===== src/include/host_bridge_defines.svh =====
`ifndef HOST_BRIDGE_DEFINES_SVH
`define HOST_BRIDGE_DEFINES_SVH

// stream and register data widths
`define HOST_WORD_W 32
`define HTIF_WORD_W 16

// queue sizing
`define FIFO_ADDR_W  5  // 32 entries
`define FIFO_COUNT_W 6  // holds 0 to 32

// processor bus
`define AXI_ID_W   12
`define AXI_ADDR_W 32

// word address bits that pick a register
`define REG_SEL_LSB 2
`define REG_SEL_MSB 6
`define REG_SEL_W   5

`endif


===== src/source/axi_port_pkg.sv =====
`include "host_bridge_defines.svh"

package axi_port_pkg;

  // same layout for the read address and write address channels
  typedef struct packed {
    logic [`AXI_ID_W-1:0]   id;
    logic [`AXI_ADDR_W-1:0] addr;
  } axi_addr_t;

  // one write beat
  typedef struct packed {
    logic [`HOST_WORD_W-1:0] data;
  } axi_wdata_t;

  // read response, always a single beat
  typedef struct packed {
    logic [`AXI_ID_W-1:0]    id;
    logic [`HOST_WORD_W-1:0] data;
    logic                    last;
  } axi_rresp_t;

  // write response
  typedef struct packed {
    logic [`AXI_ID_W-1:0] id;  // echo of the aw id
  } axi_bresp_t;

endpackage


===== src/source/host_reg_pkg.sv =====
`include "host_bridge_defines.svh"

package host_reg_pkg;

  // registers on the read side
  typedef enum logic [`REG_SEL_W-1:0] {
    rd_out_count      = 5'd0,  // host_out fill level
    rd_host_out_data  = 5'd1,
    rd_htif_out_count = 5'd2,
    rd_htif_out_data  = 5'd3,
    rd_host_in_count  = 5'd4,
    rd_htif_in_count  = 5'd5
  } rd_reg_e;

  // registers on the write side
  typedef enum logic [`REG_SEL_W-1:0] {
    wr_host_in_data = 5'd0,
    wr_htif_in_data = 5'd1,
    wr_chip_reset   = 5'd31  // one cycle pulse to the chip
  } wr_reg_e;

  // queue level as seen by the read port
  typedef struct packed {
    logic [`FIFO_COUNT_W-1:0] count;
  } fifo_status_t;

endpackage


===== src/source/bridge_fifo.sv =====
`timescale 1ns/1ns
`include "host_bridge_defines.svh"

module bridge_fifo import host_reg_pkg::*; #(
  parameter int WIDTH = 32
) (
  input  logic             host_clk,
  input  logic             reset,
  input  logic             in_valid,
  output logic             in_ready,
  input  logic [WIDTH-1:0] in_data,
  output logic             out_valid,
  input  logic             out_ready,
  output logic [WIDTH-1:0] out_data,
  output fifo_status_t     status
);

  localparam int DEPTH = 1 << `FIFO_ADDR_W;

  logic [WIDTH-1:0]         mem [DEPTH];
  logic [`FIFO_ADDR_W-1:0]  wr_ptr;
  logic [`FIFO_ADDR_W-1:0]  rd_ptr;
  logic [`FIFO_ADDR_W-1:0]  wr_ptr_next;
  logic [`FIFO_ADDR_W-1:0]  rd_ptr_next;
  logic                     empty;
  logic                     full;
  logic [`FIFO_COUNT_W-1:0] count;
  logic                     push;
  logic                     pop;

  assign in_ready  = !full;
  assign out_valid = !empty;
  assign push      = in_valid && in_ready;
  assign pop       = out_valid && out_ready;

  assign wr_ptr_next = push ? wr_ptr + `FIFO_ADDR_W'(1) : wr_ptr;
  assign rd_ptr_next = pop ? rd_ptr + `FIFO_ADDR_W'(1) : rd_ptr;

  assign out_data = mem[rd_ptr];  // oldest entry, no read latency
  assign status   = '{count: count};

  always_ff @(posedge host_clk)
  begin
    if (push)
      mem[wr_ptr] <= in_data;
  end

  always_ff @(posedge host_clk)
  begin
    if (reset)
    begin
      wr_ptr <= '0;
      rd_ptr <= '0;
      empty  <= 1'b1;
      full   <= 1'b0;
      count  <= '0;
    end
    else
    begin
      wr_ptr <= wr_ptr_next;
      rd_ptr <= rd_ptr_next;

      // push and pop together leave the flags alone
      if (pop && !push && rd_ptr_next == wr_ptr)
        empty <= 1'b1;
      else if (push && !pop)
        empty <= 1'b0;

      if (push && !pop && wr_ptr_next == rd_ptr)
        full <= 1'b1;  // pointers met after a write
      else if (pop && !push)
        full <= 1'b0;

      if (push && !pop)
        count <= count + `FIFO_COUNT_W'(1);
      else if (pop && !push)
        count <= count - `FIFO_COUNT_W'(1);
    end
  end

endmodule


===== src/source/axi_read_port.sv =====
`timescale 1ns/1ns
`include "host_bridge_defines.svh"

module axi_read_port import axi_port_pkg::*, host_reg_pkg::*; (
  input  logic                    host_clk,
  input  logic                    reset,
  input  logic                    ar_valid,
  input  axi_addr_t               ar,
  output logic                    ar_ready,
  output logic                    r_valid,
  output axi_rresp_t              r,
  input  logic                    r_ready,
  input  logic [`HOST_WORD_W-1:0] host_out_data,
  input  logic [`HTIF_WORD_W-1:0] htif_out_data,
  output logic                    host_out_pop,
  output logic                    htif_out_pop,
  input  fifo_status_t            host_in_status,
  input  fifo_status_t            htif_in_status,
  input  fifo_status_t            host_out_status,
  input  fifo_status_t            htif_out_status
);

  localparam int CNT_PAD  = `HOST_WORD_W - `FIFO_COUNT_W;
  localparam int HTIF_PAD = `HOST_WORD_W - `HTIF_WORD_W;

  typedef enum logic {
    rd_idle,
    rd_resp
  } rd_state_e;

  rd_state_e               state;
  logic [`AXI_ID_W-1:0]    id_q;
  rd_reg_e                 sel_q;
  logic [`HOST_WORD_W-1:0] rd_data;
  logic                    ar_fire;
  logic                    r_fire;

  assign ar_ready = (state == rd_idle);  // low while a response waits
  assign r_valid  = (state == rd_resp);
  assign ar_fire  = ar_valid && ar_ready;
  assign r_fire   = r_valid && r_ready;

  always_ff @(posedge host_clk)
  begin
    if (reset)
      state <= rd_idle;
    else
    begin
      case (state)
        rd_idle:
          if (ar_fire)
            state <= rd_resp;
        rd_resp:
          if (r_ready)
            state <= rd_idle;
        default:
          state <= rd_idle;
      endcase
    end
  end

  // id and register selector of the pending read
  always_ff @(posedge host_clk)
  begin
    if (ar_fire)
    begin
      id_q  <= ar.id;
      sel_q <= rd_reg_e'(ar.addr[`REG_SEL_MSB:`REG_SEL_LSB]);
    end
  end

  always_comb
  begin
    case (sel_q)
      rd_out_count:      rd_data = {{CNT_PAD{1'b0}}, host_out_status.count};
      rd_host_out_data:  rd_data = host_out_data;
      rd_htif_out_count: rd_data = {{CNT_PAD{1'b0}}, htif_out_status.count};
      rd_htif_out_data:  rd_data = {{HTIF_PAD{1'b0}}, htif_out_data};
      rd_host_in_count:  rd_data = {{CNT_PAD{1'b0}}, host_in_status.count};
      rd_htif_in_count:  rd_data = {{CNT_PAD{1'b0}}, htif_in_status.count};
      default:           rd_data = '0;  // unmapped reads return zero
    endcase
  end

  assign r = '{id: id_q, data: rd_data, last: r_valid};

  // pop only once the master has taken the word
  assign host_out_pop = r_fire && (sel_q == rd_host_out_data);
  assign htif_out_pop = r_fire && (sel_q == rd_htif_out_data);

endmodule


===== src/source/axi_write_port.sv =====
`timescale 1ns/1ns
`include "host_bridge_defines.svh"

module axi_write_port import axi_port_pkg::*, host_reg_pkg::*; (
  input  logic                    host_clk,
  input  logic                    reset,
  input  logic                    aw_valid,
  input  logic                    w_valid,
  input  axi_addr_t               aw,
  input  axi_wdata_t              w,
  output logic                    aw_ready,
  output logic                    w_ready,
  output logic                    b_valid,
  output axi_bresp_t              b,
  input  logic                    b_ready,
  output logic                    host_in_push,
  output logic                    htif_in_push,
  input  logic                    host_in_ready,
  input  logic                    htif_in_ready,
  output logic [`HOST_WORD_W-1:0] push_data,
  output logic                    cpu_reset
);

  typedef enum logic [1:0] {
    wr_idle,
    wr_write,
    wr_ack
  } wr_state_e;

  wr_state_e               state;
  logic [`AXI_ID_W-1:0]    id_q;
  wr_reg_e                 sel_q;
  logic [`HOST_WORD_W-1:0] data_q;
  logic                    capture;
  logic                    target_ready;
  logic                    do_write;

  // address and data must both be present to start
  assign capture = (state == wr_idle) && aw_valid && w_valid;

  always_comb
  begin
    case (sel_q)
      wr_host_in_data: target_ready = host_in_ready;
      wr_htif_in_data: target_ready = htif_in_ready;
      default:         target_ready = 1'b1;  // reset and unmapped never stall
    endcase
  end

  assign do_write = (state == wr_write) && target_ready;

  always_ff @(posedge host_clk)
  begin
    if (reset)
      state <= wr_idle;
    else
    begin
      case (state)
        wr_idle:
          if (capture)
            state <= wr_write;
        wr_write:
          if (target_ready)
            state <= wr_ack;
        wr_ack:
          if (b_ready)
            state <= wr_idle;
        default:
          state <= wr_idle;
      endcase
    end
  end

  always_ff @(posedge host_clk)
  begin
    if (capture)
    begin
      id_q   <= aw.id;
      sel_q  <= wr_reg_e'(aw.addr[`REG_SEL_MSB:`REG_SEL_LSB]);
      data_q <= w.data;
    end
  end

  // the bus handshake lands in the same cycle as the push
  assign aw_ready = do_write;
  assign w_ready  = do_write;

  assign host_in_push = do_write && (sel_q == wr_host_in_data);
  assign htif_in_push = do_write && (sel_q == wr_htif_in_data);
  assign cpu_reset    = do_write && (sel_q == wr_chip_reset);
  assign push_data    = data_q;

  assign b_valid = (state == wr_ack);
  assign b       = '{id: id_q};

endmodule


===== src/source/host_bridge_top.sv =====
`timescale 1ns/1ns
`include "host_bridge_defines.svh"

module host_bridge_top import axi_port_pkg::*, host_reg_pkg::*; (
  input  logic                    host_clk,
  input  logic                    reset,
  // processor side
  input  logic                    ar_valid,
  input  axi_addr_t               ar,
  output logic                    ar_ready,
  output logic                    r_valid,
  output axi_rresp_t              r,
  input  logic                    r_ready,
  input  logic                    aw_valid,
  input  axi_addr_t               aw,
  output logic                    aw_ready,
  input  logic                    w_valid,
  input  axi_wdata_t              w,
  output logic                    w_ready,
  output logic                    b_valid,
  output axi_bresp_t              b,
  input  logic                    b_ready,
  // chip side
  output logic                    host_in_valid,
  input  logic                    host_in_ready,
  output logic [`HOST_WORD_W-1:0] host_in_bits,
  output logic                    htif_in_valid,
  input  logic                    htif_in_ready,
  output logic [`HTIF_WORD_W-1:0] htif_in_bits,
  input  logic                    host_out_valid,
  output logic                    host_out_ready,
  input  logic [`HOST_WORD_W-1:0] host_out_bits,
  input  logic                    htif_out_valid,
  output logic                    htif_out_ready,
  input  logic [`HTIF_WORD_W-1:0] htif_out_bits,
  output logic                    cpu_reset
);

  logic                    host_in_push;
  logic                    htif_in_push;
  logic                    host_in_room;  // in_ready of the in queues
  logic                    htif_in_room;
  logic [`HOST_WORD_W-1:0] push_data;
  logic                    host_out_pop;
  logic                    htif_out_pop;
  logic [`HOST_WORD_W-1:0] host_out_data;
  logic [`HTIF_WORD_W-1:0] htif_out_data;
  fifo_status_t            host_in_status;
  fifo_status_t            htif_in_status;
  fifo_status_t            host_out_status;
  fifo_status_t            htif_out_status;

  axi_read_port u_axi_read_port (
    .host_clk, .reset, .ar_valid, .ar, .ar_ready, .r_valid, .r, .r_ready,
    .host_out_data, .htif_out_data, .host_out_pop, .htif_out_pop,
    .host_in_status, .htif_in_status, .host_out_status, .htif_out_status
  );

  axi_write_port u_axi_write_port (
    .host_clk, .reset, .aw_valid, .w_valid, .aw, .w, .aw_ready, .w_ready,
    .b_valid, .b, .b_ready, .host_in_push, .htif_in_push,
    .host_in_ready(host_in_room), .htif_in_ready(htif_in_room), .push_data, .cpu_reset
  );

  // processor to chip
  bridge_fifo #(.WIDTH(`HOST_WORD_W)) u_host_in_fifo (
    .host_clk, .reset, .in_valid(host_in_push), .in_ready(host_in_room),
    .in_data(push_data), .out_valid(host_in_valid), .out_ready(host_in_ready),
    .out_data(host_in_bits), .status(host_in_status)
  );

  bridge_fifo #(.WIDTH(`HTIF_WORD_W)) u_htif_in_fifo (
    .host_clk, .reset, .in_valid(htif_in_push), .in_ready(htif_in_room),
    .in_data(push_data[`HTIF_WORD_W-1:0]), .out_valid(htif_in_valid),
    .out_ready(htif_in_ready), .out_data(htif_in_bits), .status(htif_in_status)
  );

  // chip to processor
  bridge_fifo #(.WIDTH(`HOST_WORD_W)) u_host_out_fifo (
    .host_clk, .reset, .in_valid(host_out_valid), .in_ready(host_out_ready),
    .in_data(host_out_bits), .out_valid(), .out_ready(host_out_pop),
    .out_data(host_out_data), .status(host_out_status)
  );

  bridge_fifo #(.WIDTH(`HTIF_WORD_W)) u_htif_out_fifo (
    .host_clk, .reset, .in_valid(htif_out_valid), .in_ready(htif_out_ready),
    .in_data(htif_out_bits), .out_valid(), .out_ready(htif_out_pop),
    .out_data(htif_out_data), .status(htif_out_status)
  );

endmodule


===== config.mk =====
export PLATFORM = sky130hd
export DESIGN_NAME = host_bridge_top
export DESIGN_NICKNAME = d
export VERILOG_FILES = /design/src/source/axi_port_pkg.sv /design/src/source/host_reg_pkg.sv /design/src/source/bridge_fifo.sv /design/src/source/axi_read_port.sv /design/src/source/axi_write_port.sv /design/src/source/host_bridge_top.sv
export VERILOG_INCLUDE_DIRS = /design/src /design/src/include
export SDC_FILE = /design/constraint.sdc
export NUM_CORES = 2
export LEC_CHECK = 0
export ABC_AREA = 0
export BUFFER_PORTS_ARGS = -buffer_cell sky130_fd_sc_hd__clkbuf_2
export CAP_MARGIN = 20
export CORE_AREA = 5 5 477 479
export CTS_CLUSTER_DIAMETER = 120
export DETAILED_ROUTE_END_ITERATION = 6
export DIE_AREA = 0 0 482 484
export PLACE_DENSITY_LB_ADDON = 0.12
export SLEW_MARGIN = 20
export SYNTH_ARGS = -nofsm -noshare
export SYNTH_HDL_FRONTEND = slang
export SYNTH_SLANG_ARGS = --single-unit

===== constraint.sdc =====
create_clock -name host_clk -period 5.2 [get_ports host_clk]
set_input_delay 1.04 -clock host_clk [delete_from_list [all_inputs] [get_ports host_clk]]
set_output_delay 1.04 -clock host_clk [all_outputs]
set_load 0.02 [all_outputs]

==> qor.yml <==
fp-row-count: 174
rsz0062_at_grt: "false"
htreeDepth: 5
postSynthCellCount: 5359
status: "finished, violations left"
drc: 2
final_nets: 6144
crit_fanout: 17
violations: "design-rule violations"
setup_violations: 0
design_area_um2: 141000
place_congestion: 0.742
synthTopCellsByCount: "3138 x edfxtp_1, 921 x mux4_2, 240 x nor2_1"
r2r_cells: 12
cts.clk_slew.worst_paths_ps: 60
die_w_um: 482
dieHeight_um: 484
hold_buffers: 0
r2r_end: "u_host_out_fifo.status[5]"
synth_nets: 5586
maxCapViolCount: 0
synth_top_area_cell: "edfxtp_1"
whs_ps: 280
cts_sinks: 3213
netlist_area_um2: 124000
ant_nets: 0
grt_use_total: 0.244
crit_type: "flip-flop to output port"
grt_pass1_wl_um: 413000
routed_wirelength_um: 283000
synth-async-reset-ratio: 0
vias: 57400
synth.distinct_cells: 70
tightest_slew_ps: 1060
clock.fmax_ghz: 0.199
grt_remaining_overflow: 0
met3_usage: 0.0392
netlist.area_leader.share: 0.761
slew_headroom: 0.294
drive_gt1_frac: 0.330
globalRouteMet2Util: 0.404
p_leak_nw: 43.2
post_drt_wl_per_cell_um: 30.9
synth_edf_count: 3138
yosysMostFrequentCell: "edfxtp_1"
grt_max_degree: 78
top_usage_layer: "met2"
root_buffer: "clkbuf_16"
ys_dominant_reg_cell: "edfxtp_1"
met1_usage: 0.350
clockBufferDepth: 4
cp.arrival_ps: 4000
ioPinCount: 294
coreArea_um2: 223000
cp-endpoint: "r[2]"
post_dp_cell_area_um2: 131000
crit_start: "u_htif_out_fifo.rd_ptr[3]"
synth_warnings: 0
hold_viol: 0
synth_seq_cells: 3213
pre_cts_slack_ps: 886
finClkSkew_ps: 84.5
cp-end-kind: "output port"
syn_to_final_growth_pct: 13.9
drt_first_pass_iters: 7
drt_iter0_drc: 5929
crit_path_start_kind: "flip-flop"
reg2reg_from: "u_axi_read_port.sel_q[3]"
period_needed_ps: 5040
port_buffers: 239
setup-tns-final_ps: 0
postSynthAreaPerCell_um2: 23.1
finalCritPeriodShare: 0.969
clkLatencyLatePin_ps: 970
ys_seq_area_frac: 0.773
crit_required_ps: 4160
fin_ws_ps: 163
grt_pass1_vias: 59100
hold_class: "input port to flip-flop"
maxSlewViolCount: 0
cts_buffers: 339
antenna_found_initial: 16
yosys-top-cells-area: "edfxtp_1 76%, mux4_2 17%, dfxtp_1 1.2%"
irDropWorstVdd_mv: 0.371
cts_tree: "yes"
initial_core_util: 0.555
power.density_nw_per_um2: 371
r2r_slack_ps: 1520
vias_per_cell: 6.26
die_area_um2: 233000
dp_hpwl_um: 156000
[worst min-delay path by stage]
stage	depth (start not counted)	end	slack, ps	start
2_1_floorplan	2	u_host_in_fifo.full	430	u_host_in_fifo.full
3_3_place_gp	2	u_host_in_fifo.full	450	u_host_in_fifo.full
3_5_place_dp	2	u_htif_out_fifo.empty	450	u_htif_out_fifo.empty
4_1_cts	1	u_axi_write_port.sel_q[1]	210	aw[3]
5_1_grt	1	u_axi_write_port.b[0]	230	aw[32]
6_report	1	u_axi_write_port.push_data[4]	280	w[4]
[timing repair]
action | in CTS | in global routing
buffers inserted | 1 | 0
setup endpoints to repair | 7 | 3
cloned | 0 | 1
gates resized for setup | 8 | 1
[per-layer routing]
metal	wire length, µm	share of wire
met2	145000	0.51
met4	5470	0.019
met3	17000	0.060
met5	61	0.00022
met1	116000	0.41
[critical path, cell delays in order, from the launching register on]
cell      delay, ps
dfxtp_2         780
inv_1           490
nor2_1          200
buf_4           200
a21oi_1          90
o21ai_0         250
nand3_1         420
o311ai_1        210
buf_2           240
clkbuf_2        200
[cells by family after synthesis]
kind of cell / Yosys count / synth area share
xor+xnor: 86 / 0.00608
flops: 3213 / 0.773
fa+ha+maj: 48 / 0.00509
compound gates: 196 / 0.0107
buf+inv: 305 / 0.0105
mux: 1036 / 0.177
simple gates: 475 / 0.0174
[layout by cell type (no fill, tap or decap), types with 13 or more instances in the layout]
cell type and count:
clkinv_1 84, mux4_2 921, nand2_1 106, o21ai_0 14, buf_12 39, clkbuf_2 238, inv_1 27, mux2_2 54
nor2_1 153, nand4_1 20, a21o_1 13, a21oi_1 72, nor3_1 16, xnor2_1 48, edfxtp_1 3138, clkinv_2 47
ha_1 44, mux2i_1 61, bufinv_16 27, nor2_4 66, nand3_1 25, buf_4 203, nor2_2 21, clkbuf_1 63
dfxtp_1 57, xor2_1 38, clkbuf_16 346, a22oi_1 19
[area by class of cell]
cell class | instances | area (µm²)
Sequential cell | 3213 | 95800
Tap cell | 2992 | 3740
Fill cell | 14900 | 82100
Clock buffer | 408 | 8870
Multi-Input combinational cell | 1841 | 27400
Clock inverter | 174 | 1530
Antenna cell | 9 | 22.5
Inverter | 34 | 128
Timing Repair Buffer | 488 | 3630
[power breakdown]
group	internal (mW)	switching, mW	leakage [nW]
Clock	13.4	9.48	5.07
Combinational	0.258	0.604	9.25
Sequential	28.5	0.105	28.9
Total	42.2	10.2	43.2
[stage by stage]
| stage | cells | utilization | power [mW] |
|---|---|---|---|
| after detailed placement | 8565 | 0.585 | 30.0 |
| after global placement | 8564 | 0.585 | 30.0 |
| after floorplan | 5359 | - | 29.5 |
| final | 9159 | 0.632 | 52.4 |
| after CTS | 9148 | 0.632 | 52.8 |
| after global routing | 9154 | 0.632 | 54.0 |
[registers in the layout (all words and copies together) (netlist names), 6 cells and up]
name                        flops
u_host_out_fifo.status          6
u_htif_out_fifo.mem           512
u_axi_read_port.id_q           12
u_host_out_fifo.mem          1024
u_host_in_fifo.status           6
u_htif_in_fifo.mem            512
u_htif_out_fifo.status          6
u_host_in_fifo.mem           1024
u_axi_write_port.push_data     32
u_htif_in_fifo.status           6
u_axi_write_port.b             12
Note: power is estimated with default switching activity, not from simulation.
